[src/logic/pe_pkg.sv]
`default_nettype none

package pe_pkg;

    localparam int xlen = 32;

    // ------------------------------
    // encodings
    // ------------------------------

    // rv32i major opcodes kept by the core
    typedef enum logic [6:0] {
        OPC_LUI    = 7'b0110111,
        OPC_OP_IMM = 7'b0010011,
        OPC_OP     = 7'b0110011,
        OPC_BRANCH = 7'b1100011,
        OPC_LOAD   = 7'b0000011,
        OPC_STORE  = 7'b0100011
    } opcode_t;

    typedef enum logic [2:0] {
        ALU_ADD,
        ALU_SUB,
        ALU_AND,
        ALU_OR,
        ALU_XOR,
        ALU_PASS_B,
        ALU_EQ
    } alu_op_t;

    typedef enum logic [2:0] {
        ST_IDLE,
        ST_FETCH,
        ST_EXEC,
        ST_MEM,
        ST_WAIT,
        ST_TRAP
    } pe_state_t;

    // ------------------------------
    // structs
    // ------------------------------

    typedef struct packed {
        logic [4:0]      rd;
        logic [4:0]      rs1;
        logic [4:0]      rs2;
        logic [xlen-1:0] imm;
        alu_op_t         alu_op;
        logic            use_imm;
        logic            reg_write;
        logic            is_branch;
        logic            branch_ne;
        logic            is_load;
        logic            is_store;
        // all-zero instruction word
        logic            illegal;
    } decoded_t;

    // host preload of the instruction memory, addr is a word index
    typedef struct packed {
        logic            we;
        logic [13:0]     addr;
        logic [xlen-1:0] data;
    } imem_wr_t;

    typedef struct packed {
        logic            cyc;
        logic            stb;
        logic            we;
        logic [3:0]      sel;
        logic [xlen-1:0] adr;
        logic [xlen-1:0] dat;
    } wb_req_t;

    typedef struct packed {
        logic            ack;
        logic [xlen-1:0] dat;
    } wb_rsp_t;

endpackage

`default_nettype wire
[src/logic/pe_lsu.sv]
`timescale 1ns/1ps
`default_nettype none

module pe_lsu (
    input  wire logic                    clk,
    input  wire logic                    rst,
    input  wire logic                    i_start,
    input  wire logic                    i_we,
    input  wire logic [pe_pkg::xlen-1:0] i_addr,
    input  wire logic [pe_pkg::xlen-1:0] i_wdata,
    input  wire pe_pkg::wb_rsp_t         i_wb,
    output pe_pkg::wb_req_t              o_wb,
    output logic                         o_done,
    output logic [pe_pkg::xlen-1:0]      o_rdata
);

    logic                    cyc;
    logic                    we_q;
    logic [pe_pkg::xlen-1:0] adr_q;
    logic [pe_pkg::xlen-1:0] dat_q;

    // ------------------------------
    // wishbone classic cycle
    // ------------------------------

    always_ff @(posedge clk) begin
        if (rst) begin
            cyc    <= 1'b0;
            o_done <= 1'b0;
        end else begin
            o_done <= cyc && i_wb.ack;
            if (cyc && i_wb.ack) begin
                cyc <= 1'b0;
            end else if (i_start) begin
                cyc <= 1'b1;
            end
        end
    end

    // request held stable for the whole cycle
    always_ff @(posedge clk) begin
        if (i_start && !cyc) begin
            we_q  <= i_we;
            adr_q <= i_addr;
            dat_q <= i_wdata;
        end
    end

    always_ff @(posedge clk) begin
        if (cyc && i_wb.ack) begin
            o_rdata <= i_wb.dat;
        end
    end

    // whole words only
    assign o_wb.cyc = cyc;
    assign o_wb.stb = cyc;
    assign o_wb.we  = we_q;
    assign o_wb.sel = 4'hf;
    assign o_wb.adr = adr_q;
    assign o_wb.dat = dat_q;

    a_stb_in_cyc: assert property (@(posedge clk) disable iff (rst)
        o_wb.stb |-> o_wb.cyc);

    a_adr_stable: assert property (@(posedge clk) disable iff (rst)
        (o_wb.stb && !i_wb.ack) |=> $stable(o_wb.adr));

endmodule

`default_nettype wire

[config.mk]
export PLATFORM = sky130hd
export DESIGN_NAME = pe_lsu
export DESIGN_NICKNAME = d
export VERILOG_FILES = /design/src/logic/pe_pkg.sv /design/src/logic/pe_lsu.sv
export SDC_FILE = /design/constraint.sdc
export NUM_CORES = 1
export LEC_CHECK = 0
export BUFFER_PORTS_ARGS = -buffer_cell sky130_fd_sc_hd__buf_2
export CORE_MARGIN = 8
export CORE_UTILIZATION = 44
export DETAILED_ROUTE_END_ITERATION = 10
export PLACE_DENSITY = 0.84
export SLEW_MARGIN = 20
export SYNTH_ARGS = -nofsm -noshare
export SYNTH_HDL_FRONTEND = slang
export SYNTH_SLANG_ARGS = --single-unit
[constraint.sdc]
create_clock -name clk -period 4.6 [get_ports clk]
set_input_delay 0.69 -clock clk [delete_from_list [all_inputs] [get_ports clk]]
set_output_delay 0.69 -clock clk [all_outputs]
set_load 0.02 [all_outputs]
==> qor.txt <==
status - finished clean
GPL Wtd Cong - 0.730
hold_buf cts - 0
ANT cells - 0
CTS clk-pin slew, worst paths - 90 ps
Startpoint Class - input port
root buf cell - clkbuf_8
die area - 0.00986 sq mm
GRT Total Usage - 14.8%
Cell variety after synth - 9
remaining routing DRC violations - 0
final setup violation count - 0
first-pass detailed-route iteration total - 4
pin count of the biggest net entering global routing - 45
maximum vdd drop - 0.208 mV
Avg Cell Area, Syn - 27.3 sq um
global-route wire length before repair - 11000 um
Switching Share - 23.5%
Max Cap Viol - 0
1st-iter DRT viols - 56
Seq pwr share - 61.9%
I/O pin total - 205
WS Path Type - input port to flop
RSZ-0062 raised after global routing - false
row cnt - 30
core area - 0.00676 sq mm
type of destination of the critical path - flop
Post-Place Setup Slack - 2390 ps
critical path required time - 4580 ps
CP max FO - 44
final period utilization - 39.5%
die width - 99.3 um
Internal Dissipation - 1300 uW
sequential-to-total area share from yosys stat - 96.7%
#FFs+latches synth - 99
CTS max path bufs - 2
Clock power frac - 27.8%
post_cts resized - 0
Die Span Y - 99.3 um
fillers - 502
CTS tree - yes
final setup TNS - 0 ps
commonest non-fill, non-tap cells in the layout - 200 x buf_2, 97 x edfxtp_1, 9 x clkbuf_8
fin crit period - 1820 ps
Max Slew Vio Count - 0
postcts setup bufs - 0
commonest non-fill, non-tap cell in the layout - buf_2
pwr dens - 398 mW/mm^2
FMAX - 550 MHz
number of vias per cell - 4.51
Slew Limit Headroom - 65.2%
final hold vios - 0
post-DR wirelength/cell - 19.0 um
Initial Utilization - 45.2%
Skew-Pair Late Insertion Delay - 340 ps
post-route worst setup slack - 2780 ps
WL final - 7710 um
Leakage - 0.00184 uW
post-DP HPWL - 6320 um
Logic pwr share - 10.3%
share of layout cells above drive strength 1 - 67.7%
Final Net Count - 421
via count - 1825
vias in the first global route - 2013
Tightest Pin Transition - 521 ps
CTS Sinks - 99
antenna violations before repair - 1
Net Switching - 402 uW
antenna-violating nets left - 0
P&R area growth vs syn - 40.5%
H-tree levels - 3
port buffer count - 200
synthesis warning total - 0
Post-Syn Instances - 112
Hold WC Path Type - input port to flop
Synth Cell Area - 0.00305 sq mm
total clock buffers created by CTS - 9
Clock Skews - 8.78 ps
worst path arrival time - 1800 ps
total gr overflow - 0
==> per-stage QoR <==
step / hold slack (ps) / utilization (%) / total power [uW] / cells / instance area (sq um)
final: 514 / 63.5 / 1710 / 405 / 4290
after floorplan: 525 / - / 1170 / 115 / 3070
after detailed placement: 557 / 61.0 / 1260 / 389 / 4120
after CTS: 490 / 63.5 / 1730 / 405 / 4290
after global routing: 482 / 63.5 / 1770 / 405 / 4290
after global placement: 538 / 61.0 / 1250 / 389 / 4120
==> synth_stat cells <==
master	number	share of area, %
edfxtp_1	97	95
buf_4	7	1.7
dfxtp_1	2	1.3
and2_4	1	0.29
and2b_2	1	0.29
conb_1	1	0.12
nor2_1	1	0.12
nor2b_4	1	0.45
nor3_2	1	0.33
==> routing by layer <==
metal	share of wire (%)	up-vias	track usage, %
met5	0.14	-	0
met4	0.75	2	4.89
met3	20	8	12.6
met2	46	156	23.9
met1	33	818	13.4
li1	-	841	-
==> area by class of cell <==
cell class / count / area, sq um / share of cell area, %
Clock buffer: 10 / 128 / 2.97
Clock inverter: 6 / 41.3 / 0.962
Multi-Input combinational cell: 9 / 60.1 / 1.40
Sequential cell: 99 / 2950 / 68.8
Tap cell: 80 / 100 / 2.33
Timing Repair Buffer: 201 / 1010 / 23.5
==> final timing paths <==
| path | slack, ps | cells past startpoint | to | start |
|---|---|---|---|---|
| hold reg to reg | 560 | 2 | cyc$_SDFFE_PP0P_ | cyc$_SDFFE_PP0P_ |
| hold / removal | 510 | 1 | o_rdata[2]$_DFFE_PP_ | i_wb[2] |
| setup reg to reg | 2800 | 2 | adr_q[13]$_DFFE_PP_ | cyc$_SDFFE_PP0P_ |
| setup / recovery | 2780 | 3 | adr_q[13]$_DFFE_PP_ | i_start |
==> worst max-delay path, stage by stage <==
cell and delay (ps):
buf_2 80, and2b_2 460, buf_4 540
==> power groups by stage <==
stage / Combinational, uW / Clock (uW) / Sequential (uW)
floorplan: 29.1 / 0 / 1140
global placement: 173 / 0 / 1080
detailed placement: 178 / 0 / 1080
CTS: 178 / 493 / 1060
global route: 185 / 523 / 1060
finish: 175 / 474 / 1060
==> cells by family (layout without fill, tap and decap cells) <==
logic type,Yosys count,count (layout),share of synthesized area (%)
other,1,4,0.123
AND/OR/NAND/NOR,5,5,1.47
buffers and inverters,7,217,1.72
flip-flops,99,99,96.7
==> registers in the layout, indices dropped and copies added, names as in the netlist <==
register  flops
we_q          1
cyc           1
adr_q        32
o_done        1
dat_q        32
o_rdata      32
Note: power is estimated with default switching activity, not from simulation.
