===== src/logic/pe_pkg.sv =====
`default_nettype none

package pe_pkg;

    localparam int xlen = 32;

    // ------------------------------
    // encodings
    // ------------------------------

    // rv32i major opcodes kept by the core
    typedef enum logic [6:0] {
        OPC_LUI    = 7'b0110111,
        OPC_OP_IMM = 7'b0010011,
        OPC_OP     = 7'b0110011,
        OPC_BRANCH = 7'b1100011,
        OPC_LOAD   = 7'b0000011,
        OPC_STORE  = 7'b0100011
    } opcode_t;

    typedef enum logic [2:0] {
        ALU_ADD,
        ALU_SUB,
        ALU_AND,
        ALU_OR,
        ALU_XOR,
        ALU_PASS_B,
        ALU_EQ
    } alu_op_t;

    typedef enum logic [2:0] {
        ST_IDLE,
        ST_FETCH,
        ST_EXEC,
        ST_MEM,
        ST_WAIT,
        ST_TRAP
    } pe_state_t;

    // ------------------------------
    // structs
    // ------------------------------

    typedef struct packed {
        logic [4:0]      rd;
        logic [4:0]      rs1;
        logic [4:0]      rs2;
        logic [xlen-1:0] imm;
        alu_op_t         alu_op;
        logic            use_imm;
        logic            reg_write;
        logic            is_branch;
        logic            branch_ne;
        logic            is_load;
        logic            is_store;
        // all-zero instruction word
        logic            illegal;
    } decoded_t;

    // host preload of the instruction memory, addr is a word index
    typedef struct packed {
        logic            we;
        logic [13:0]     addr;
        logic [xlen-1:0] data;
    } imem_wr_t;

    typedef struct packed {
        logic            cyc;
        logic            stb;
        logic            we;
        logic [3:0]      sel;
        logic [xlen-1:0] adr;
        logic [xlen-1:0] dat;
    } wb_req_t;

    typedef struct packed {
        logic            ack;
        logic [xlen-1:0] dat;
    } wb_rsp_t;

endpackage

`default_nettype wire

===== src/logic/pe_control.sv =====
`timescale 1ns/1ps
`default_nettype none

module pe_control #(
    parameter int n_pe       = 16,
    parameter int pe_id      = 0,
    parameter int reset_pc   = 0,
    parameter int imem_depth = 1024
) (
    input  wire logic                        clk,
    input  wire logic                        rst,
    input  wire logic                        i_inst_en,
    input  wire logic [n_pe-1:0]             i_grid_state,
    input  wire logic [pe_pkg::xlen-1:0]     i_instr,
    input  wire pe_pkg::decoded_t            i_dec,
    input  wire logic [pe_pkg::xlen-1:0]     i_alu_result,
    input  wire logic                        i_alu_zero,
    input  wire logic                        i_mem_done,
    input  wire logic [pe_pkg::xlen-1:0]     i_load_data,
    output logic [$clog2(imem_depth)-1:0]    o_imem_addr,
    output logic                             o_fetch_en,
    output logic [pe_pkg::xlen-1:0]          o_instr,
    output logic                             o_mem_start,
    output logic                             o_rf_we,
    output logic [4:0]                       o_rf_waddr,
    output logic [pe_pkg::xlen-1:0]          o_rf_wdata,
    output logic                             o_idle,
    output logic                             o_trap,
    output logic                             o_busy
);

    import pe_pkg::*;

    localparam int aw = $clog2(imem_depth);
    // addi x0, x0, 0
    localparam logic [xlen-1:0] nop_word = 32'h0000_0013;

    pe_state_t       state;
    logic [aw-1:0]   pc;
    logic [n_pe-1:0] grid_mask;
    logic            stall;
    logic            is_mem;
    logic            exec_commit;
    logic            br_taken;

    // ------------------------------
    // barrier and commit decision
    // ------------------------------

    // own bit never holds the element back
    always_comb begin
        grid_mask        = '1;
        grid_mask[pe_id] = 1'b0;
    end

    assign stall       = |(i_grid_state & grid_mask);
    assign is_mem      = i_dec.is_load | i_dec.is_store;
    assign exec_commit = (state == ST_EXEC) && !is_mem && !stall && !i_dec.illegal;
    assign br_taken    = i_dec.is_branch && (i_alu_zero ^ i_dec.branch_ne);

    // word is only meaningful once fetched
    assign o_instr = (state == ST_EXEC || state == ST_MEM || state == ST_WAIT) ?
                     i_instr : nop_word;

    assign o_imem_addr = pc;
    assign o_fetch_en  = (state == ST_FETCH) && i_inst_en;
    assign o_mem_start = (state == ST_EXEC) && is_mem;

    assign o_rf_we    = (exec_commit && i_dec.reg_write) ||
                        (state == ST_MEM && i_mem_done && i_dec.is_load);
    assign o_rf_waddr = i_dec.rd;
    assign o_rf_wdata = (state == ST_MEM) ? i_load_data : i_alu_result;

    assign o_idle = (state == ST_IDLE);
    assign o_trap = (state == ST_TRAP);
    assign o_busy = (state == ST_MEM) || (state == ST_WAIT);

    // ------------------------------
    // state machine and pc
    // ------------------------------

    always_ff @(posedge clk) begin
        if (rst) begin
            state <= ST_IDLE;
            pc    <= aw'(reset_pc);
        end else begin
            case (state)
                ST_IDLE: begin
                    if (i_inst_en) begin
                        state <= ST_FETCH;
                    end
                end
                ST_FETCH: begin
                    if (i_inst_en) begin
                        state <= ST_EXEC;
                    end
                end
                ST_EXEC: begin
                    if (is_mem) begin
                        state <= ST_MEM;
                    end else if (stall) begin
                        state <= ST_EXEC;
                    end else if (i_dec.illegal) begin
                        state <= ST_TRAP;
                    end else begin
                        state <= ST_FETCH;
                        // branch offset is in bytes, pc counts words
                        pc <= br_taken ? pc + i_dec.imm[aw+1:2] : pc + 1'b1;
                    end
                end
                ST_MEM: begin
                    if (i_mem_done) begin
                        state <= stall ? ST_WAIT : ST_FETCH;
                        pc    <= pc + 1'b1;
                    end
                end
                ST_WAIT: begin
                    if (!stall) begin
                        state <= ST_FETCH;
                    end
                end
                ST_TRAP: state <= ST_TRAP;
                default: state <= ST_IDLE;
            endcase
        end
    end

    a_no_write_in_wait: assert property (@(posedge clk) disable iff (rst)
        state == ST_WAIT |-> !o_rf_we);

    a_trap_sticky: assert property (@(posedge clk) disable iff (rst)
        state == ST_TRAP |=> state == ST_TRAP);

endmodule

`default_nettype wire


===== config.mk =====
export PLATFORM = sky130hd
export DESIGN_NAME = pe_control
export DESIGN_NICKNAME = d
export VERILOG_FILES = /design/src/logic/pe_pkg.sv /design/src/logic/pe_control.sv
export SDC_FILE = /design/constraint.sdc
export NUM_CORES = 1
export LEC_CHECK = 0
export BUFFER_PORTS_ARGS = -buffer_cell sky130_fd_sc_hd__buf_2
export CORE_AREA = 2 2 101 103
export CTS_CLUSTER_SIZE = 14
export DETAILED_ROUTE_END_ITERATION = 6
export DIE_AREA = 0 0 103 105
export GPL_TIMING_DRIVEN = 1
export PLACE_DENSITY = 0.64
export SKIP_LAST_GASP = 1
export SLEW_MARGIN = 20
export SYNTH_ARGS = -nofsm -noshare
export SYNTH_HDL_FRONTEND = slang
export SYNTH_SLANG_ARGS = --single-unit

===== constraint.sdc =====
create_clock -name clk -period 6.55 [get_ports clk]
set_input_delay 0.655 -clock clk [delete_from_list [all_inputs] [get_ports clk]]
set_output_delay 0.655 -clock clk [all_outputs]
set_load 0.03 [all_outputs]

==> impl_metrics.toml <==
[clocking]
cts_inserted_buffers = 3
cts_resized = 0
htreeDepth = 1
tritoncts = "done"
postCtsSetupBuffers = 0
cts_sinks = 13
cts_hold_buf = 0
clk_pin_slew_worst_paths_ps = 60
cts_max_path_buffers = 2
cts-root-buf = "clkbuf_8"
clock_latency_ps = 240

[setup_path]
rr_endpoint = "o_imem_addr[9]"
worst-r2r-cell-count = 6
r2r_slack_ps = 4040
max_stage_delay_ps = 770
worstPathRequired_ps = 5890
startpoint_type = "flop"
crit_fanout = 32
path_class = "flop to output pin"
r2r-start = "o_imem_addr[4]"
worst-path-buf-inv = 1
critPathCaptureType = "output pin"
slowest_stage = "o21a_1"
cp.arrival_ps = 2210
crit_chain = "nand2b_1 -> o21a_1 -> or2_2 -> buf_2"
crit_start = "state[2]"
crit_family = "compound AO/OA/AOI/OAI gates"

[pwr]
cellLeakagePower_uw = 0.00160
p_per_area_nw_per_um2 = 119
ir_drop_v = 0.0000576

[run_status]
status = "finished clean"

[synthesis]
synth_seq_cells = 13
synth_cell_type_count = 50
synth_nets = 445
yosysWarnings = 0
synth-edff-count = 0
synthCells = 260
synthArstFlopShare_pct = 0
synth_top_area_share_pct = 18.3
synthTopCellsByArea = "mux2_2 18%, dfxtp_1 13%, nor2b_1 9.2%, ha_1 6.3%, a21oi_1 4.1%"
yosysSeqAreaShare_pct = 13.2
synth_ff_type = "dfxtp_1"
synth_area_sq_um = 1970
syn_area_per_cell_sq_um = 7.58
yosysTopAreaCell = "mux2_2"

[timing]
skew_ps = 0.910
timing.hold.ws_ps = 552
fmax_mhz = 348
timing.final.ws_setup_ps = 3680
finalHoldViolations = 0
rsz0062_at_grt = "false"
setup_tns_ps = 0
finalMaxSlewViolations = 0
relSlewSlack_pct = 39.0
setup_viol = 0
worst_slew_pin_slew_ps = 915
fin_crit_ps = 2870
finalCritPeriodShare_pct = 43.8

[routing]
dr.pass1.iters = 6
vias = 2722
drtAntennaViolNets = 0
drc = 0
drtIter0Drc = 96
routed_wirelength_microns = 8710
wl_per_cell_microns = 14.8
routed_via_density = 4.61

[job]
maxCapViolCount = 0

[die]
core_sq_um = 9640
ios = 259
start_util_pct = 20.5
die-area_sq_um = 10800
die_h_microns = 105
dieWidth_microns = 103
rows = 36

[cells_and_area]
nets = 643
drive_gt1_share_pct = 55.4
fillers = 1101
fin_cells = 590
finalCoreUtilization_pct = 32.6
syn2layout_area_growth_pct = 59.3
antenna-diode-count = 0

[global_route]
grt_max_degree = 35
globalRouteTotalUtil_pct = 14.9
antenna_found_initial = 1
met3_usage_pct = 3.28
grt.busiest_layer = "met2"
grt_pass1_vias = 2586
met1_usage_pct = 18.2
overflow = 0
grtUsageMet2_pct = 26.0
grt_first_pass_wirelength_microns = 12900

[hold_path]
min_path_cells = 2
min_from = "o_imem_addr[0]"
hold_class = "flop to flop"
min_to = "o_imem_addr[0]"

[placed_design]
place_congestion = 0.897
placed_cells = 586
dpl_worst_slack_ps = 3710
port_buffers = 211
dp_hpwl_microns = 7550
cell type report:
cell class / count / area [sq um] / share of cell area (%)
clock buffers: 4 / 45.0 / 1.43
inverters: 8 / 30.0 / 0.956
multi-input cells: 219 / 1570 / 49.9
flip-flops and latches: 13 / 260 / 8.28
well taps: 133 / 166 / 5.30
repair buffers: 213 / 1070 / 34.1
cell usage in the layout (no fill, tap or decap), drive strengths merged, types with 5 or more instances in the layout:
master,count
inv,8
ha,10
o211ai,5
nor2b,29
nor2,19
nand3,13
buf,213
nor3,9
mux2i,5
dfxtp,13
o21ai,8
mux2,32
nand2,15
a21oi,16
stage by stage:
step | total power (uW) | cell area (sq um)
after floorplan | 229 | 1970
after global placement | 298 | 3100
after detailed placement | 301 | 3100
after CTS | 377 | 3140
after global routing | 396 | 3140
final | 373 | 3140
synth_stat cells, drive strengths merged, types with 4 or more instances:
library cell,n
mux2,32
nor2b,29
nor2,19
a21oi,16
nand2,15
dfxtp,13
nand3,13
buf,10
clkbuf,10
ha,10
nor3,9
inv,8
o21ai,8
mux2i,5
o211ai,5
nor4,4
xor2,4
power breakdown:
part           internal (uW)  switching, uW
clock                   43.0           31.0
combinational           82.1            129
sequential              81.7           6.28
tightest hold or removal path, cell delays in order, from the launching register on:
cell     delay, ps
dfxtp_1        360
nand2_1         80
a31oi_1         70
sequential cells by signal, summed over array words and instances, names as in the netlist:
name / count
o_imem_addr: 10
state: 3
layer usage:
layer  part of all wire, %  up-vias
li1                      -     1339
met1                    40     1221
met2                    51      144
met3                   8.0       16
met4                   1.5        2
met5                 0.080        -
how the worst max path moves through the flow:
stage | to | cells past startpoint
after global placement | o_imem_addr[9] | 7
after global routing | o_instr[4] | 4
after floorplan | o_imem_addr[9] | 6
final | o_instr[4] | 4
after CTS | o_instr[4] | 4
after detailed placement | o_imem_addr[9] | 7
kinds of logic (layout without fill, tap and decap cells):
kind of cell             Yosys count  count (layout)  share of synthesized area [%]
multiplexers                      37              37                           20.8
AND/OR/NAND/NOR                  113             113                           31.5
flip-flops                        13              13                           13.2
adder cells (fa/ha/maj)           11              11                           7.36
buffers and inverters             28             225                           7.23
XOR/XNOR                           7               7                           3.11
AO/OA/AOI/OAI                     51              51                           16.8
Note: power is estimated with default switching activity, not from simulation.
