<file path="config.mk">
export PLATFORM = sky130hd
export DESIGN_NAME = pe_alu
export DESIGN_NICKNAME = d
export VERILOG_FILES = /design/src/logic/pe_pkg.sv /design/src/logic/pe_alu.sv
export SDC_FILE = /design/constraint.sdc
export NUM_CORES = 1
export LEC_CHECK = 0
export BUFFER_PORTS_ARGS = -buffer_cell sky130_fd_sc_hd__buf_2
export CORE_UTILIZATION = 60
export DETAILED_ROUTE_END_ITERATION = 12
export GPL_TIMING_DRIVEN = 1
export PLACE_DENSITY = 0.84
export RECOVER_POWER = 25
export SYNTH_ARGS = -nofsm -noshare
export SYNTH_HDL_FRONTEND = slang
export SYNTH_SLANG_ARGS = --single-unit
export TNS_END_PERCENT = 30
</file>
<file path="constraint.sdc">
create_clock -name vclk -period 3.2
set_input_delay 0.16 -clock vclk [all_inputs]
set_output_delay 0.16 -clock vclk [all_outputs]
set_load 0.1 [all_outputs]
</file>
<file path="src/logic/pe_pkg.sv">
`default_nettype none

package pe_pkg;

    localparam int xlen = 32;

    // ------------------------------
    // encodings
    // ------------------------------

    // rv32i major opcodes kept by the core
    typedef enum logic [6:0] {
        OPC_LUI    = 7'b0110111,
        OPC_OP_IMM = 7'b0010011,
        OPC_OP     = 7'b0110011,
        OPC_BRANCH = 7'b1100011,
        OPC_LOAD   = 7'b0000011,
        OPC_STORE  = 7'b0100011
    } opcode_t;

    typedef enum logic [2:0] {
        ALU_ADD,
        ALU_SUB,
        ALU_AND,
        ALU_OR,
        ALU_XOR,
        ALU_PASS_B,
        ALU_EQ
    } alu_op_t;

    typedef enum logic [2:0] {
        ST_IDLE,
        ST_FETCH,
        ST_EXEC,
        ST_MEM,
        ST_WAIT,
        ST_TRAP
    } pe_state_t;

    // ------------------------------
    // structs
    // ------------------------------

    typedef struct packed {
        logic [4:0]      rd;
        logic [4:0]      rs1;
        logic [4:0]      rs2;
        logic [xlen-1:0] imm;
        alu_op_t         alu_op;
        logic            use_imm;
        logic            reg_write;
        logic            is_branch;
        logic            branch_ne;
        logic            is_load;
        logic            is_store;
        // all-zero instruction word
        logic            illegal;
    } decoded_t;

    // host preload of the instruction memory, addr is a word index
    typedef struct packed {
        logic            we;
        logic [13:0]     addr;
        logic [xlen-1:0] data;
    } imem_wr_t;

    typedef struct packed {
        logic            cyc;
        logic            stb;
        logic            we;
        logic [3:0]      sel;
        logic [xlen-1:0] adr;
        logic [xlen-1:0] dat;
    } wb_req_t;

    typedef struct packed {
        logic            ack;
        logic [xlen-1:0] dat;
    } wb_rsp_t;

endpackage

`default_nettype wire
</file>
<file path="src/logic/pe_alu.sv">
`timescale 1ns/1ps
`default_nettype none

module pe_alu (
    input  wire logic [pe_pkg::xlen-1:0] i_a,
    input  wire logic [pe_pkg::xlen-1:0] i_b,
    input  wire pe_pkg::alu_op_t         i_op,
    output logic [pe_pkg::xlen-1:0]      o_result,
    output logic                         o_zero
);

    import pe_pkg::*;

    logic equal;

    assign equal  = (i_a == i_b);
    assign o_zero = equal;

    always_comb begin
        case (i_op)
            ALU_ADD:    o_result = i_a + i_b;
            ALU_SUB:    o_result = i_a - i_b;
            ALU_AND:    o_result = i_a & i_b;
            ALU_OR:     o_result = i_a | i_b;
            ALU_XOR:    o_result = i_a ^ i_b;
            // lui
            ALU_PASS_B: o_result = i_b;
            ALU_EQ:     o_result = {{(xlen-1){1'b0}}, equal};
            default:    o_result = '0;
        endcase
    end

endmodule

`default_nettype wire

</file>
==> flow_metrics.env, run 1 <==
export IMPL_gr_usage_met3=0.0654
export IMPL_max_slew_margin=0.232
export IMPL_synth_xor_xnor_area_share=0.0154
export IMPL_synthAdderAreaFrac=0.225
export IMPL_top_usage_layer="met2"
export IMPL_overflow=0
export IMPL_first_pass_iters=10
export IMPL_utilization=0.822
export IMPL_fin_nets=1164
export IMPL_vias=7812
export IMPL_ys_top_cells_by_count="99 x ha_1, 94 x inv_1, 91 x a21oi_1, 90 x nor2_1, 47 x o21ai_0"
export IMPL_fp_row_count=35
export IMPL_synth_compound_area_share=0.416
export IMPL_synth_cell_type_count=72
export IMPL_core_area_mm2=0.00920
export IMPL_peakVddDrop_uv=219
export IMPL_powerDensity_mw_per_mm2=268
export IMPL_dp_hpwl_um=15800
export IMPL_drt_iter0_markers=996
export IMPL_synth_top_area_share=0.218
export IMPL_post_route_period_util=1.01
export IMPL_place_gp_congestion=1.04
export IMPL_report_power_total_uw=2020
export IMPL_avgRoutedWirePerCell_um=19.7
export IMPL_crit_path_end_kind="output pin"
export IMPL_gr_usage_met1=0.519
export IMPL_ys_warn_count=0
export IMPL_netlist_area_mm2=0.00569
export IMPL_path_class="input pin to output pin"
export IMPL_period_minus_slack_ns=3.22
export IMPL_fillers=597
export IMPL_syn_nets=1022
export IMPL_min_from="i_b[19]"
export IMPL_pin_count=100
export IMPL_die_w_um=99.4
export IMPL_ant_nets=0
export IMPL_ys_seq_area_frac=0
export IMPL_muxShareOfSynthArea=0.0268
export IMPL_final_cells=1105
export IMPL_grt_setup_unrepaired="true"
export IMPL_leakagePower_uw=0.00355
export IMPL_syn_avg_cell_area_um2=6.66
export IMPL_fin_ws_ns=-0.0207
export IMPL_die_height_um=99.4
export IMPL_synth_simple_area_share=0.189
export IMPL_startpoint="i_b[13]"
export IMPL_hold_violations=0
export IMPL_cp_required_ns=3.04
export IMPL_grt_pass1_vias=7077
export IMPL_critPathLaunchType="input pin"
export IMPL_holdWs_ns=0.911
export IMPL_wl_um=21700
export IMPL_synthCells=854
export IMPL_diodes=0
export IMPL_regArea_um2=0
export IMPL_setup_viol=2
export IMPL_fmax_mhz=310
export IMPL_cap_violations=0
export IMPL_antenna_found_initial=0
export IMPL_port_buffers=100
export IMPL_die_area_mm2=0.00988
export IMPL_yosys_top_cells_area="ha_1 22%, a21oi_1 8.0%, inv_1 6.2%, nor2_1 5.9%, o21ai_0 4.1%"
export IMPL_synth_top_cell_by_area="ha_1"
export IMPL_gr_usage_met2=0.663
export IMPL_cts_hold_buf=0
export IMPL_min_path_type="input pin to output pin"
export IMPL_grt_start_max_net_pins=29
export IMPL_status="finished with violations"
export IMPL_synth_top_family_by_area="compound AO/OA/AOI/OAI gates"
export IMPL_seq_cell_count=0
export IMPL_nClkBuffers=0
export IMPL_grt_usage=0.403
export IMPL_critPathArrivalTime_ns=3.06
export IMPL_initial_core_util=0.619
export IMPL_dp_cells=1099
export IMPL_yosysMostFrequentCell="ha_1"
export IMPL_pre_cts_ws_ns=-0.0752
export IMPL_slew_viol_final=0
export IMPL_drc_errors=1
export IMPL_syn_to_final_growth_pct=32.8
export IMPL_drive_above_1_share=0.272
export IMPL_tightest_slew_ns=1.16
export IMPL_via_per_inst=7.07
export IMPL_grt_pass1_wl_um=33000
export IMPL_path_max_fanout=10
export IMPL_violations="design-rule violations, negative setup slack"
[where the power goes]
group | switching, µW | leakage, µW | internal [µW]
sequential | 0 | 0 | 0
clock | 0 | 0 | 0
combinational | 1270 | 0.00355 | 752
total | 1270 | 0.00355 | 752
[path summary, 6_finish.rpt]
check | to | cells past startpoint
max | o_result[31] | 14
min | o_result[19] | 5
[layer usage]
| metal | wire, µm | vias to the layer above |
|---|---|---|
| met1 | 7940 | 3472 |
| met5 | 0 | - |
| met4 | 1370 | 0 |
| met2 | 9290 | 737 |
| li1 | - | 3423 |
| met3 | 3110 | 180 |
[through the flow]
step	setup TNS (ns)	cell area [µm²]
after CTS	-0.0711	7250
after detailed placement	-0.271	7240
after floorplan	-6.26	5820
final	-0.0209	7560
after global placement	-0.0359	7240
after global routing	-0.511	7560
[timing repair]
| item | CTS | global route |
|---|---|---|
| resized for setup | 6 | 77 |
| setup buffers | 0 | 6 |
| endpoints found under the setup margin | 7 | 17 |
| pin swaps | 2 | 30 |
[layout by cell type (no fill, tap or decap), types with 17 or more instances in the layout]
master	synthesis	layout
buf_12	0	25
buf_2	4	63
o21ai_0	47	37
nand3_1	19	19
nand2_1	34	34
inv_1	94	85
nor3_1	19	18
nor2_1	90	89
buf_4	0	92
a21o_1	17	17
a21oi_1	91	86
ha_1	99	87
o22ai_1	24	24
[cell type report]
cell class,instances,area [µm²],share of cell area
Timing Repair Buffer,193,1670,0.221
Multi-Input combinational cell,700,5350,0.708
Inverter,101,399,0.0528
Tap cell,111,139,0.0184
[cell families after synthesis]
kind of cell             after synthesis
AO/OA/AOI/OAI                        347
AND/OR/NAND/NOR                      227
buffers and inverters                154
adder cells (fa/ha/maj)              101
multiplexers                          15
XOR/XNOR                              10
[critical path: stages]
cell and delay [ns]:
buf_2 0.10, inv_1 0.07, ha_1 0.30, buf_4 0.18
nand4_1 0.21, or2_4 0.31, a21oi_4 0.17, a31oi_4 0.07
o22ai_2 0.16, a311o_1 0.31, a211oi_1 0.11, or4_1 0.47
o211ai_1 0.18, clkbuf_16 0.27
No activity file was read; power rests on OpenSTA's default activity.
==> run 2, diff against run 1 <==
==> constraint.sdc (replaced) <==
create_clock -name vclk -period 3.2
set_input_delay 0 -clock vclk [all_inputs]
set_output_delay 0 -clock vclk [all_outputs]
set_load 0.1 [all_outputs]
==> run 2 against run 1 <==
Compared with the run above:
- the flow now finishes without violations
- global-route usage shrank 3.4 points
- critical path depth unchanged
- core utilization shrank 9.7 points
- fmax up 5.3%
- sequential share of layout area unchanged
- flip-flop and latch count unchanged
- largest power group unchanged
==> flow_metrics.env, run 2 (same netlist as run 1, synthesis figures left out) <==
export IMPL_die_w_um=99.4
export IMPL_dp_hpwl_um=14400
export IMPL_max_slew_margin=0.229
export IMPL_cts_hold_buf=0
export IMPL_crit_path_end_kind="output pin"
export IMPL_min_path_type="input pin to output pin"
export IMPL_grt_start_max_net_pins=50
export IMPL_fmax_mhz=327
export IMPL_cap_violations=0
export IMPL_p_clk_frac=0
export IMPL_leakagePower_uw=0.00320
export IMPL_final_area_mm2=0.00666
export IMPL_multi_input_comb_area_mm2=0.00504
export IMPL_peakVddDrop_uv=198
export IMPL_drt_iter0_markers=595
export IMPL_grt_pass1_wl_um=30300
export IMPL_place_gp_congestion=1.01
export IMPL_path_class="input pin to output pin"
export IMPL_grt_usage=0.369
export IMPL_port_buffers=100
export IMPL_ant_nets=0
export IMPL_avgRoutedWirePerCell_um=17.8
export IMPL_postPlaceCellArea_mm2=0.00664
export IMPL_min_to="o_result[27]"
export IMPL_initial_core_util=0.619
export IMPL_fin_nets=1113
export IMPL_drive_above_1_share=0.179
export IMPL_via_per_inst=6.68
export IMPL_fillers=783
export IMPL_p_switching_uw=1160
export IMPL_hold_violations=0
export IMPL_syn_to_final_growth_pct=17.1
export IMPL_utilization=0.725
export IMPL_powerDensity_mw_per_mm2=264
export IMPL_internal_power_uw=598
export IMPL_fp_row_count=35
export IMPL_antenna_found_initial=0
export IMPL_overflow=0
export IMPL_setup_viol=0
export IMPL_sw_frac_of_total=0.660
export IMPL_startpoint="i_b[0]"
export IMPL_nClkBuffers=0
export IMPL_final_common_cell="ha_1"
export IMPL_diodes=0
export IMPL_power_frac_seq=0
export IMPL_path_max_fanout=6
export IMPL_die_area_mm2=0.00988
export IMPL_holdWs_ns=0.615
export IMPL_critPathArrivalTime_ns=3.06
export IMPL_grt_pass1_vias=6249
export IMPL_layout_common_cells="97 x ha_1, 94 x inv_1, 90 x a21oi_1, 90 x nor2_1, 74 x buf_2"
export IMPL_first_pass_iters=7
export IMPL_seq_cell_count=0
export IMPL_min_from="i_b[27]"
export IMPL_slew_viol_final=0
export IMPL_pin_count=100
export IMPL_post_route_period_util=0.956
export IMPL_critPathLaunchType="input pin"
export IMPL_tightest_slew_ns=1.16
export IMPL_core_area_mm2=0.00920
export IMPL_combPwrFrac=1.000
export IMPL_regArea_um2=0
export IMPL_status="completed"
export IMPL_period_minus_slack_ns=3.06
export IMPL_min_path_cells=5
export IMPL_die_height_um=99.4
export IMPL_drc_errors=0
export IMPL_report_power_total_uw=1760
export IMPL_vias=7042
export IMPL_wl_um=18800
export IMPL_cp_required_ns=3.20
export IMPL_grt_setup_unrepaired="false"
==> run 2: cell types whose count changed in the layout (fill, tap and decap cells not counted), moves of 5 or more <==
cell / before / now
buf_12: 25 / 20
o21ai_0: 37 / 45
buf_4: 92 / 42
inv_1: 85 / 94
ha_1: 87 / 97
ha_4: 7 / 1
inv_2: 10 / 5
buf_2: 63 / 74
==> run 2: area by class of cell <==
class / instances / share of cell area
Inverter: 101 / 0.0569
Multi-Input combinational cell: 700 / 0.756
Tap cell: 111 / 0.0208
Timing Repair Buffer: 142 / 0.167
==> run 2: through the flow <==
stage	setup TNS, ns	setup slack (ns)	cells
3_3_place_gp	0	0.104	1054
5_1_grt	0	0.00234	1054
3_5_place_dp	0	0.0157	1054
6_report	0	0.141	1054
2_1_floorplan	-3.38	-0.541	854
4_1_cts	0	0.00536	1054
==> run 2: worst max-delay path, stage by stage <==
cell	delay, ns
buf_2	0.10
ha_2	0.22
inv_1	0.06
fa_1	0.40
nor2b_1	0.17
o2111ai_1	0.15
nand4_1	0.19
a21oi_1	0.14
o21ai_0	0.18
o211ai_1	0.26
o31a_1	0.39
o211ai_1	0.18
or3b_1	0.43
buf_12	0.19
==> run 2: per-layer routing <==
metal  share of wire  track usage  vias up
met4           0.021        0.112        0
met5               0            0        -
met3            0.12       0.0358       51
li1                -            -     3319
met2            0.44        0.595      502
met1            0.42        0.518     3170
==> run 2: how the worst max path moves through the flow <==
stage               slack [ns]           end
finish                    0.14  o_result[30]
global route             0.002  o_result[30]
CTS                      0.005  o_result[31]
detailed placement        0.02  o_result[31]
global placement          0.10  o_result[31]
floorplan                -0.54  o_result[31]
==> run 2: timing repair <==
item	4_1_cts	5_1_grt
gates resized for setup	0	15
cloned	0	0
endpoints found under the setup margin	1	5
buffers inserted	0	0
pin swaps	1	4
endpoints found under the hold margin	0	0
==> run 2: power groups by stage <==
stage / registers (µW) / logic, µW / clock network (µW)
after global routing: 0 / 1860 / 0
after detailed placement: 0 / 1710 / 0
after CTS: 0 / 1720 / 0
final: 0 / 1760 / 0
after floorplan: 0 / 1220 / 0
after global placement: 0 / 1700 / 0
==> run 3, diff against run 2 <==
Settings changed: CORE_MARGIN set to 5.
Clock period 3.2 ns to 3.03 ns, I/O delays scaled along.
==> run 3 against run 2 <==
Compared with the run above:
- the flow now finishes with violations (negative setup slack)
- largest power group unchanged
- non-clock buffer count up 20
- hold slack worse by 0.023 ns
- total power up 12%
- combinational power up 12%
- worst setup slack worse by 0.18 ns
- design area up 5.9%
- largest cell class unchanged
- die area up 17%
- first-iteration DRC count up 29%
- global-route usage down 4.3 points
==> flow_metrics.env, run 3 (same netlist as run 1, synthesis figures left out) <==
export IMPL_setup_viol=2
export IMPL_cp_required_ns=3.03
export IMPL_path_max_fanout=10
export IMPL_multi_input_comb_area_mm2=0.00511
export IMPL_crit_path_end_kind="output pin"
export IMPL_drt_iter0_markers=769
export IMPL_overflow=0
export IMPL_peakVddDrop_uv=212
export IMPL_core_area_mm2=0.00924
export IMPL_critPathArrivalTime_ns=3.07
export IMPL_slew_viol_final=0
export IMPL_top_usage_layer="met2"
export IMPL_dp_hpwl_um=15500
export IMPL_layout_common_cells="93 x ha_1, 90 x inv_1, 90 x a21oi_1, 90 x nor2_1, 69 x buf_2"
export IMPL_nClkBuffers=0
export IMPL_ant_nets=0
export IMPL_place_gp_congestion=0.991
export IMPL_grt_pass1_vias=6701
export IMPL_via_per_inst=6.63
export IMPL_grt_usage=0.327
export IMPL_path_class="input pin to output pin"
export IMPL_initial_core_util=0.616
export IMPL_grt_setup_unrepaired="true"
export IMPL_path_cells="buf_2 -> inv_12 -> ha_4 -> nor2b_1 -> nor4_1 -> o221a_2 -> a211oi_2 -> nor4_1 -> buf_4 -> nor2_1 -> o31ai_1 -> o22ai_1 -> a22oi_1 -> buf_12"
export IMPL_fin_ws_ns=-0.0426
export IMPL_fin_nets=1133
export IMPL_drive_above_1_share=0.215
export IMPL_crit_slowest_cell="nor4_1"
export IMPL_pin_count=100
export IMPL_fmax_mhz=325
export IMPL_wl_um=19900
export IMPL_crit_top_cell="nor4_1"
export IMPL_fillers=765
export IMPL_grt_pass1_wl_um=31800
export IMPL_antenna_found_initial=0
export IMPL_grt_start_max_net_pins=38
export IMPL_diodes=0
export IMPL_hold_violations=0
export IMPL_post_route_period_util=1.01
export IMPL_drc_errors=0
export IMPL_seq_cell_count=0
export IMPL_holdWs_ns=0.592
export IMPL_regArea_um2=0
export IMPL_first_pass_iters=6
export IMPL_max_slew_margin=0.457
export IMPL_avgRoutedWirePerCell_um=18.2
export IMPL_violations="negative setup slack"
export IMPL_period_minus_slack_ns=3.07
export IMPL_die_area_mm2=0.0115
export IMPL_min_path_type="input pin to output pin"
export IMPL_status="finished with violations"
export IMPL_vias=7238
export IMPL_gr_usage_met1=0.449
export IMPL_final_common_cell="ha_1"
export IMPL_cap_violations=0
export IMPL_gr_usage_met3=0.0372
export IMPL_die_height_um=107
export IMPL_critPathLaunchType="input pin"
export IMPL_finalSetupTns_ns=-0.0496
export IMPL_leakagePower_uw=0.00335
export IMPL_critPathMaxStageDelay_ns=0.48
export IMPL_syn_to_final_growth_pct=24.0
export IMPL_gr_usage_met2=0.544
export IMPL_tightest_slew_ns=0.815
export IMPL_port_buffers=100
export IMPL_fp_row_count=35
export IMPL_powerDensity_mw_per_mm2=279
export IMPL_die_w_um=107
[run 3: cell count changes in the layout (fill, tap and decap cells not counted), moves of 2 or more]
cell	before	now
buf_12	20	29
ha_2	1	3
buf_4	42	60
ha_1	97	93
ha_4	1	3
clkbuf_1	5	2
o21ai_2	1	4
inv_1	94	90
inv_2	5	7
o21ai_0	45	42
buf_2	74	69
[run 3: through the flow]
| stage | cells | area [µm²] | setup WS (ns) | power [µW] | util |
|---|---|---|---|---|---|
| after floorplan | 854 | 5820 | -0.615 | 1310 | - |
| after global placement | 1091 | 7040 | -0.0273 | 1910 | 0.762 |
| after detailed placement | 1091 | 7040 | -0.0565 | 1920 | 0.762 |
| after CTS | 1091 | 7050 | 0.0119 | 1940 | 0.763 |
| after global routing | 1092 | 7060 | -0.0891 | 2080 | 0.764 |
| final | 1092 | 7060 | -0.0426 | 1970 | 0.764 |
[run 3: path summary, 6_finish.rpt]
check | endpoint | cells past startpoint | from
hold / removal | o_result[19] | 5 | i_b[19]
setup / recovery | o_result[29] | 14 | i_b[6]
[run 3: what timing repair did]
action                                  in CTS  in global routing
endpoints found under the setup margin       2                 13
hold endpoints to repair                     0                  0
hold buffers                                 0                  0
buffers inserted                             0                  1
gates resized for setup                      2                 13
pin swaps                                    0                  2
[run 3: critical path: cells and delay by family]
kind / cells / cell delay [ns]
compound gates: 5 / 1.14
simple gates: 4 / 1.02
buf+inv: 4 / 0.61
fa+ha+maj: 1 / 0.29
[run 3: area by class of cell]
type / instances / area share
multi-input cells: 700 / 0.724
inverters: 101 / 0.0559
repair buffers: 162 / 0.198
well taps: 129 / 0.0229
[run 3: layer usage]
layer | wire length [µm] | vias to the layer above
li1 | - | 3371
met1 | 8090 | 3297
met2 | 9000 | 501
met3 | 2240 | 69
met4 | 570 | 0
met5 | 0 | -
[run 3: power breakdown]
part           switching, µW  internal [µW]  total [µW]
clock network              0              0           0
registers                  0              0           0
logic                   1250            716        1970
total                   1250            716        1970
