**src/logic/pe_pkg.sv**
```systemverilog
`default_nettype none

package pe_pkg;

    localparam int xlen = 32;

    // ------------------------------
    // encodings
    // ------------------------------

    // rv32i major opcodes kept by the core
    typedef enum logic [6:0] {
        OPC_LUI    = 7'b0110111,
        OPC_OP_IMM = 7'b0010011,
        OPC_OP     = 7'b0110011,
        OPC_BRANCH = 7'b1100011,
        OPC_LOAD   = 7'b0000011,
        OPC_STORE  = 7'b0100011
    } opcode_t;

    typedef enum logic [2:0] {
        ALU_ADD,
        ALU_SUB,
        ALU_AND,
        ALU_OR,
        ALU_XOR,
        ALU_PASS_B,
        ALU_EQ
    } alu_op_t;

    typedef enum logic [2:0] {
        ST_IDLE,
        ST_FETCH,
        ST_EXEC,
        ST_MEM,
        ST_WAIT,
        ST_TRAP
    } pe_state_t;

    // ------------------------------
    // structs
    // ------------------------------

    typedef struct packed {
        logic [4:0]      rd;
        logic [4:0]      rs1;
        logic [4:0]      rs2;
        logic [xlen-1:0] imm;
        alu_op_t         alu_op;
        logic            use_imm;
        logic            reg_write;
        logic            is_branch;
        logic            branch_ne;
        logic            is_load;
        logic            is_store;
        // all-zero instruction word
        logic            illegal;
    } decoded_t;

    // host preload of the instruction memory, addr is a word index
    typedef struct packed {
        logic            we;
        logic [13:0]     addr;
        logic [xlen-1:0] data;
    } imem_wr_t;

    typedef struct packed {
        logic            cyc;
        logic            stb;
        logic            we;
        logic [3:0]      sel;
        logic [xlen-1:0] adr;
        logic [xlen-1:0] dat;
    } wb_req_t;

    typedef struct packed {
        logic            ack;
        logic [xlen-1:0] dat;
    } wb_rsp_t;

endpackage

`default_nettype wire
```
**src/logic/pe_decode.sv**
```systemverilog
`timescale 1ns/1ps
`default_nettype none

module pe_decode (
    input  wire logic [pe_pkg::xlen-1:0] i_instr,
    output pe_pkg::decoded_t             o_dec
);

    import pe_pkg::*;

    logic [xlen-1:0] imm_i;
    logic [xlen-1:0] imm_s;
    logic [xlen-1:0] imm_b;
    logic [xlen-1:0] imm_u;
    logic [2:0]      funct3;
    alu_op_t         f3_op;

    assign funct3 = i_instr[14:12];

    assign imm_i = {{20{i_instr[31]}}, i_instr[31:20]};
    assign imm_s = {{20{i_instr[31]}}, i_instr[31:25], i_instr[11:7]};
    assign imm_b = {{19{i_instr[31]}}, i_instr[31], i_instr[7],
                    i_instr[30:25], i_instr[11:8], 1'b0};
    assign imm_u = {i_instr[31:12], 12'b0};

    // shared by op and op-imm, sub only reachable through op
    always_comb begin
        case (funct3)
            3'b100:  f3_op = ALU_XOR;
            3'b110:  f3_op = ALU_OR;
            3'b111:  f3_op = ALU_AND;
            default: f3_op = ALU_ADD;
        endcase
    end

    always_comb begin
        o_dec         = '0;
        o_dec.rd      = i_instr[11:7];
        o_dec.rs1     = i_instr[19:15];
        o_dec.rs2     = i_instr[24:20];
        o_dec.alu_op  = ALU_ADD;
        o_dec.illegal = (i_instr == '0);
        case (opcode_t'(i_instr[6:0]))
            OPC_LUI: begin
                o_dec.imm       = imm_u;
                o_dec.alu_op    = ALU_PASS_B;
                o_dec.use_imm   = 1'b1;
                o_dec.reg_write = 1'b1;
            end
            OPC_OP_IMM: begin
                o_dec.imm       = imm_i;
                o_dec.alu_op    = f3_op;
                o_dec.use_imm   = 1'b1;
                o_dec.reg_write = 1'b1;
            end
            OPC_OP: begin
                o_dec.alu_op    = (funct3 == 3'b000 && i_instr[30]) ? ALU_SUB : f3_op;
                o_dec.reg_write = 1'b1;
            end
            OPC_BRANCH: begin
                o_dec.imm       = imm_b;
                o_dec.alu_op    = ALU_EQ;
                o_dec.is_branch = 1'b1;
                o_dec.branch_ne = funct3[0];
            end
            OPC_LOAD: begin
                o_dec.imm       = imm_i;
                o_dec.use_imm   = 1'b1;
                o_dec.reg_write = 1'b1;
                o_dec.is_load   = 1'b1;
            end
            OPC_STORE: begin
                o_dec.imm      = imm_s;
                o_dec.use_imm  = 1'b1;
                o_dec.is_store = 1'b1;
            end
            // anything else runs as a nop
            default: o_dec.imm = imm_i;
        endcase
    end

endmodule

`default_nettype wire

```
**config.mk**
```make
export PLATFORM = sky130hd
export DESIGN_NAME = pe_decode
export DESIGN_NICKNAME = d
export VERILOG_FILES = /design/src/logic/pe_pkg.sv /design/src/logic/pe_decode.sv
export SDC_FILE = /design/constraint.sdc
export NUM_CORES = 1
export LEC_CHECK = 0
export ABC_AREA = 1
export BUFFER_PORTS_ARGS = -buffer_cell sky130_fd_sc_hd__buf_2
export CAP_MARGIN = 5
export CORE_MARGIN = 4
export CORE_UTILIZATION = 39
export DETAILED_ROUTE_END_ITERATION = 10
export PLACE_DENSITY = 0.9
export SLEW_MARGIN = 40
export SYNTH_ARGS = -nofsm -noshare
export SYNTH_HDL_FRONTEND = slang
export SYNTH_SLANG_ARGS = --single-unit
```
**constraint.sdc**
```tcl
create_clock -name vclk -period 1.7
set_input_delay 0 -clock vclk [all_inputs]
set_output_delay 0 -clock vclk [all_outputs]
set_load 0.03 [all_outputs]
```
==> run summary, run 1 <==
Status = completed
Final HPWL DP = 2360 um
Post-DR vias/cell = 4.57
Post-Synth Adder-Cell Area = 0%
WL final = 2690 um
Sequential Power Share = 0%
Antenna diodes = 0
Least-Margin Pin Slew = 0.324 ns
Compound-gate portion of the synthesized area = 8.74%
Chip height = 53.7 um
Filler Cell Count = 234
Initial Util = 41.2%
Crit-path max FO = 12
Relative slew slack = 78.3%
CP endpoint kind = output pin
Tot GR Track Use = 16.7%
Drt drc = 0
Switching power = 0.000246 W
Routed Antenna Nets = 0
Fin. Hold Viols = 0
CORE AREA = 0.00198 mm2
Row count = 16
Worst EP required = 1.70 ns
Area of the die = 0.00289 mm2
First-pass DRT Iterations = 4
Arrival @ worst endpoint = 1.23 ns
Leakage = 0.758 nW
Global placer's final weighted congestion = 0.809
Fin Setup TNS = 0 ns
Post-route clock period utilization = 72.5%
Syn nets = 196
Post-CTS Setup Inserts = 0
Worst Setup Start Kind = primary input
# port buffers = 89
Area Growth Syn to Fin = 40.0%
Area of the multi-input gates = 584 um2
Largest net degree at the start of global routing = 20
Combinational share of power = 100.0%
FF/Latch Area = 0 um2
Total of cells resized after clock tree synthesis = 0
Routed len/inst = 10.3 um
Post-DP Area = 0.00114 mm2
Largest family of logic cells by synthesized area = simple AND/OR/NAND/NOR gates
Finished Layout Cells = 261
Maximum vdd drop = 145 uV
Final net count = 268
Syn_area_per_cell = 4.97 um2
Hold buffer count at CTS = 0
Final min period = 1.23 ns
DRT iter0 DRCs = 17
Simple-gate share of the synthesized area = 62.9%
Clock buffers = 0
Peak Freq = 812 MHz
Sequential fraction of the synthesis area = 0%
Final setup fails = 0
Mapped cell area = 816 um2
XOR/XNOR Fraction of Synth Area = 0%
Share of cells above drive strength 1 = 44.4%
Via count = 1192
Number of global-route vias before repair = 917
Post-synth cell types = 19
I/O pin count = 89
Max Slew Vio Count = 0
Antenna violations before repair = 0
Kind of critical path = primary input to output pin
Seq_cells = 0
Dpl cells = 261
Unrepaired setup endpoints after global routing = false
First-pass GRT wire length = 3730 um
Net Sw Frac = 70.7%
Gr ovfl total = 0
Synth Warn # = 0
HP Class = primary input to output pin
Mapped Cells = 164
Total power = 0.000348 W
Clock power frac = 0%
Mux cell area share after synthesis = 0%
Horiz. Die Dim = 53.7 um
Max cap viols = 0
P per Cell Area = 305 mW/mm2
Finished Cell Area = 0.00114 mm2
Internal Power = 0.000102 W
==> worst max-delay path: stages <==
cell,delay [ns]
buf_2,0.15
nand2_2,0.09
nor2_4,0.13
nand3_2,0.28
inv_2,0.26
nand2_1,0.07
nand2_1,0.06
buf_2,0.19
==> cell usage in the layout, fill, tap and decap left out, drive strengths merged <==
master	n
nor2	38
nand3	24
o21ai	9
nor3	1
nand2	51
nand4	2
buf	90
inv	19
==> power by group through the flow <==
stage	Combinational, W	Clock, W	Sequential, W
after floorplan	0.000251	0	0
after global placement	0.000347	0	0
after detailed placement	0.000350	0	0
after CTS	0.000350	0	0
after global routing	0.000375	0	0
final	0.000348	0	0
==> synth_stat cells <==
cell | n | share of area (%)
buf_2 | 2 | 1.2
nand2_8 | 1 | 2.5
inv_1 | 18 | 8.3
nor2_2 | 1 | 0.77
nor2_1 | 36 | 17
nand3_1 | 23 | 14
nand2_2 | 1 | 0.77
nand2_1 | 48 | 22
buf_6 | 2 | 2.8
nand2_4 | 1 | 1.4
nand3_2 | 1 | 1.2
inv_2 | 1 | 0.46
o21ai_0 | 2 | 1.2
buf_4 | 15 | 14
nand4_1 | 2 | 1.5
buf_8 | 1 | 1.8
o21ai_2 | 7 | 7.5
nor3_1 | 1 | 0.61
nor2_4 | 1 | 1.4
==> layout make-up <==
type	count	share of cell area, %
multi-input combinational	125	51.1
timing repair buffer	90	39.6
inverter	19	6.24
tap	27	2.96
==> metal layers <==
layer  vias up  global-route usage (%)  share of wire (%)
met4         0                    1.70               0.30
li1        638                       -                  -
met2        52                    34.3                 50
met1       500                    18.5                 39
met3         2                    1.39                 10
met5         -                       0                  0
==> final timing paths <==
check,from,to,slack [ns],cells past startpoint
max,i_instr[4],o_dec[30],0.47,8
min,i_instr[16],o_dec[48],0.28,2
==> stage by stage <==
step / utilization (%) / worst slack, ns / hold WS, ns
2_1_floorplan: - / 0.606 / 0.112
6_report: 57.6 / 0.468 / 0.277
5_1_grt: 57.6 / 0.342 / 0.284
3_5_place_dp: 57.6 / 0.476 / 0.278
4_1_cts: 57.6 / 0.467 / 0.278
3_3_place_gp: 57.6 / 0.540 / 0.278
==> kinds of logic after synthesis <==
kind of cell,Yosys count
buffers and inverters,39
AOI/OAI and AO/OA,9
and+or+nand+nor,116
Power figures use the tool's default switching activity.
==> run 2: changes to the inputs <==
- CORE_UTILIZATION: 39 -> 33
- PLACE_DENSITY: 0.9 -> 0.81
- clock period: 1.7 -> 1.1 ns (I/O delays scaled with it)
==> run 2 against run 1 <==
Final cell count increased by 1.5%. Die area is 15% higher. Combinational power increased by 57%. Count of clock-buffer cells in the layout is the same. Routed wire length is 7.1% higher. Worst setup slack got worse by 0.37 ns. Critical path type unchanged. Highest routed layer unchanged.
==> run summary, run 2 (synthesis results as in run 1) <==
Final HPWL DP = 2490 um (+5.2%)
Routed Antenna Nets = 0 (unchanged)
Arrival @ worst endpoint = 1.00 ns (-0.23 ns)
Final setup margin = 0.0970 ns (-0.371 ns)
Post-DR vias/cell = 4.55 (-0.27%)
Crit path max-delay family = buffers and inverters
Initial Util = 35.8% (-5.3 points)
Finished Cell Area = 0.00118 mm2 (+3.4%)
Max Slew Vio Count = 0 (unchanged)
First-pass GRT wire length = 4510 um (+21%)
CP endpoint kind = output pin
CP Cell Sequence = buf_2, nand2_2, nor2_4, nand3_4, buf_4, o21ai_2, buf_2
Final min period = 1.00 ns
First-pass DRT Iterations = 5 (+1)
Max incr delay on CP = 0.21 ns (-0.07 ns)
Unrepaired setup endpoints after global routing = false
Metal2 WL = 1390 um (+4.0%)
Area of the die = 0.00333 mm2 (+15%)
Filler Cell Count = 275 (+18%)
Antenna diodes = 0 (unchanged)
Worst EP required = 1.10 ns (-0.60 ns)
Leakage = 0.773 nW (+1.9%)
Row count = 17 (+1)
Fin. Hold Viols = 0 (unchanged)
Drt drc = 0 (unchanged)
Highest Signal Layer = met4
CORE AREA = 0.00228 mm2 (+15%)
Most common cell after layout, fill and taps aside = buf_2
I/O pin count = 89 (unchanged)
Routed len/inst = 10.9 um (+5.5%)
Critical path's most frequent cell = buf_2
Final setup fails = 0 (unchanged)
Crit-path max FO = 7 (-5)
Global placer's final weighted congestion = 0.867 (+7.2%)
Fin Setup TNS = 0 ns (unchanged)
Buf+Inv Stages, Crit Path = 3 (unchanged)
Least-Margin Pin Slew = 0.194 ns (-0.130 ns)
Via count = 1207 (+1.3%)
Worst Setup Start Kind = primary input
Largest net degree at the start of global routing = 20 (unchanged)
Min Hold Slack = 0.278 ns (+0.00153 ns)
Hold buffer count at CTS = 0 (unchanged)
Tot GR Track Use = 15.8% (-0.87 points)
DRT iter0 DRCs = 82 (+65)
Number of global-route vias before repair = 1035 (+13%)
Most frequent cells in the layout = buf_2 (88), nand2_1 (47), nor2_1 (36)
# port buffers = 89 (unchanged)
Gr ovfl total = 0 (unchanged)
Pre-CTS setup slack = 0.0708 ns (-0.405 ns)
Peak Freq = 997 MHz
Seq_cells = 0 (unchanged)
Metal1 wirelength = 1180 um (+12%)
Post-route clock period utilization = 91.2%
Kind of critical path = primary input to output pin
Antenna violations before repair = 0 (unchanged)
Chip height = 57.7 um (+7.4%)
Clock buffers = 0 (unchanged)
Total of cells resized after clock tree synthesis = 0 (unchanged)
Area Growth Syn to Fin = 44.8%
Post-CTS Setup Inserts = 0 (unchanged)
Final net count = 271 (+1.1%)
P per Cell Area = 464 mW/mm2 (+52%)
Met3 wire len = 296 um (+6.1%)
Fin util = 51.9% (-5.7 points)
Max cap viols = 0 (unchanged)
Slowest cell on the critical path = buf_2
Horiz. Die Dim = 57.7 um (+7.4%)
Maximum vdd drop = 244 uV (+68%)
WL final = 2880 um (+7.1%)
HP Class = primary input to output pin
Relative slew slack = 87.0% (+8.7 points)
Share of cells above drive strength 1 = 45.6% (+1.1 points)
Status = completed
FF/Latch Area = 0 um2 (unchanged)
Post-DP Area = 0.00117 mm2 (+2.1%)
[run 2: changes by cell type in the layout (fill, tap and decap cells not counted), sizes merged]
cell  change
buf       +3
[run 2: final timing paths]
check | endpoint | slack, ns | depth (start not counted) | startpoint
setup / recovery | o_dec[37] | 0.1 | 7 | i_instr[4]
hold / removal | o_dec[56] | 0.28 | 2 | i_instr[11]
[run 2: where the power goes]
| group | switching, W | internal [W] | total (W) |
|---|---|---|---|
| registers | 0 | 0 | 0 |
| logic | 0.000386 | 0.000162 | 0.000548 |
| clock network | 0 | 0 | 0 |
| total | 0.000386 | 0.000162 | 0.000548 |
[run 2: through the flow]
| stage | power [W] | std cells |
|---|---|---|
| after CTS | 0.000548 | 265 |
| after global placement | 0.000542 | 265 |
| after floorplan | 0.000389 | 164 |
| final | 0.000548 | 265 |
| after detailed placement | 0.000547 | 265 |
| after global routing | 0.000593 | 265 |
[run 2: routing by layer]
layer	track usage [%]	up-vias
li1	-	642
met1	21.6	510
met2	27.6	53
met3	2.23	2
met4	0.331	0
met5	0	-
[run 2: cell type report]
type	instances	area, um2	share of cell area [%]
Multi-Input combinational cell	125	594	50.3
Timing Repair Buffer	93	478	40.5
Inverter	19	73.8	6.25
Tap cell	28	35.0	2.97
==> run 3: changes to the inputs <==
- ABC_CLOCK_PERIOD_IN_PS: default -> 1100
- REMOVE_ABC_BUFFERS: default -> 1
==> run 3 against run 2 <==
Global-route usage is 1.3 points lower. Largest cell class unchanged. Fmax increased by 1.5%. Routed wire length is 4.2% lower. Final cell count unchanged. Worst setup slack improved by 0.015 ns. Largest power group unchanged. Count of clock-buffer cells in the layout is the same. Non-clock buffer count stayed put.
==> run summary, run 3 (synthesis results as in run 1) <==
Leakage = 0.773 nW (about the same)
Gr ovfl total = 0 (unchanged)
Arrival @ worst endpoint = 0.99 ns (about the same)
First-pass GRT wire length = 4240 um (-6.1%)
Hold buffer count at CTS = 0 (unchanged)
Final HPWL DP = 2420 um (-2.9%)
Routed Antenna Nets = 0 (unchanged)
Worst EP required = 1.10 ns (about the same)
Most common cell after layout, fill and taps aside = buf_2
Final net count = 271 (unchanged)
WHS Endpoint = o_dec[54]
HP Class = primary input to output pin
Most frequent cells in the layout = buf_2 (88), nand2_1 (48), nor2_1 (36)
Maximum vdd drop = 263 uV (+7.7%)
Row count = 17 (unchanged)
CP Cell Sequence = buf_2, nand2_2, nor2_4, nand3_2, buf_4, o21ai_2, buf_2
Tot GR Track Use = 14.5% (-1.3 points)
Clock buffers = 0 (unchanged)
Number of global-route vias before repair = 1038 (+0.29%)
Initial Util = 35.8% (unchanged)
Area of the die = 0.00333 mm2 (unchanged)
Total power = 0.000546 W (-0.27%)
Worst Setup Start Kind = primary input
P per Cell Area = 466 mW/mm2 (+0.47%)
Post-DR vias/cell = 4.58 (+0.58%)
I/O pin count = 89 (unchanged)
Least-Margin Pin Slew = 0.226 ns (+0.0317 ns)
Slowest cell on the critical path = buf_2
Via count = 1214 (+0.58%)
Fin. Hold Viols = 0 (unchanged)
Dpl cells = 265 (unchanged)
WL final = 2760 um (-4.2%)
Horiz. Die Dim = 57.7 um (unchanged)
Fin util = 51.5% (-0.38 points)
Final setup fails = 0 (unchanged)
CP endpoint kind = output pin
DRT iter0 DRCs = 60 (-27%)
Area Growth Syn to Fin = 43.7%
Filler Cell Count = 266 (-3.3%)
Share of cells above drive strength 1 = 45.6% (unchanged)
Post-route clock period utilization = 89.8% (-1.4 points)
# port buffers = 89 (unchanged)
Peak Freq = 1010 MHz (+1.5%)
Finished Layout Cells = 265 (unchanged)
Routed len/inst = 10.4 um (-4.2%)
Unrepaired setup endpoints after global routing = false
Seq_cells = 0 (unchanged)
Status = completed
Max incr delay on CP = 0.20 ns (about the same)
Min-Delay Path Depth = 2 (unchanged)
Antenna diodes = 0 (unchanged)
Min-delay src = i_instr[9]
Antenna violations before repair = 0 (unchanged)
Crit-path max FO = 7 (unchanged)
Critical path's most frequent cell = buf_2
Global placer's final weighted congestion = 0.900 (+3.8%)
Final min period = 0.988 ns (-0.0150 ns)
Largest net degree at the start of global routing = 20 (unchanged)
Kind of critical path = primary input to output pin
Max Slew Vio Count = 0 (unchanged)
CORE AREA = 0.00228 mm2 (unchanged)
Chip height = 57.7 um (unchanged)
Relative slew slack = 84.9% (-2.1 points)
First-pass DRT Iterations = 4 (-1)
Max cap viols = 0 (unchanged)
Min Hold Slack = 0.278 ns (-0.000644 ns)
Drt drc = 0 (unchanged)
FF/Latch Area = 0 um2 (unchanged)
[run 3: cell types whose count changed in the layout (fill, tap and decap cells not counted)]
| cell | delta |
|---|---|
| inv_2 | +1 |
| inv_4 | -1 |
| nand2_2 | -1 |
| nand3_4 | -1 |
| o21ai_2 | +1 |
| nand2_1 | +1 |
| o21ai_1 | -1 |
| nand3_2 | +1 |
[run 3: report_power, final]
part / internal (W) / switching [W] / total, W
registers: 0 / 0 / 0
logic: 0.000162 / 0.000384 / 0.000546
clock network: 0 / 0 / 0
[run 3: layer usage]
metal | GRT usage (%) | routed length [um] | vias up | share of wire [%]
met1 | 18.5 | 1090 | 512 | 39
met5 | 0 | 0 | - | 0
met3 | 1.56 | 324 | 0 | 12
li1 | - | - | 643 | -
met4 | 0 | 0 | 0 | 0
met2 | 27.4 | 1350 | 59 | 49
[run 3: worst max path at each step]
stage / startpoint / to / cells past startpoint
after floorplan: i_instr[2] / o_dec[3] / 5
after global placement: i_instr[4] / o_dec[35] / 7
after detailed placement: i_instr[4] / o_dec[35] / 7
after CTS: i_instr[4] / o_dec[35] / 7
after global routing: i_instr[4] / o_dec[26] / 8
final: i_instr[4] / o_dec[39] / 7
[run 3: layout make-up]
class                      instances  area, um2  share of cell area (%)
timing repair buffer              93        478                    40.8
tap                               28       35.0                    2.99
multi-input combinational        125        588                    50.2
inverter                          19       71.3                    6.08
[run 3: repair_timing]
action                                  in CTS  in global routing
gates resized for setup                      0                  3
hold endpoints to repair                     0                  0
buffers inserted                             0                  0
endpoints found under the setup margin       0                  1
[run 3: worst max-delay path, delay by kind of cell]
kind                   cells  cell delay, ns
AO/OA/AOI/OAI              1            0.11
AND/OR/NAND/NOR            3            0.33
buffers and inverters      3            0.55
[run 3: through the flow]
step | worst slack (ns) | cell area [um2] | setup TNS, ns
2_1_floorplan | -0.131 | 656 | -0.289
3_3_place_gp | 0.127 | 1170 | 0
3_5_place_dp | 0.0470 | 1170 | 0
4_1_cts | 0.0398 | 1170 | 0
5_1_grt | 0.0140 | 1170 | 0
6_report | 0.112 | 1170 | 0
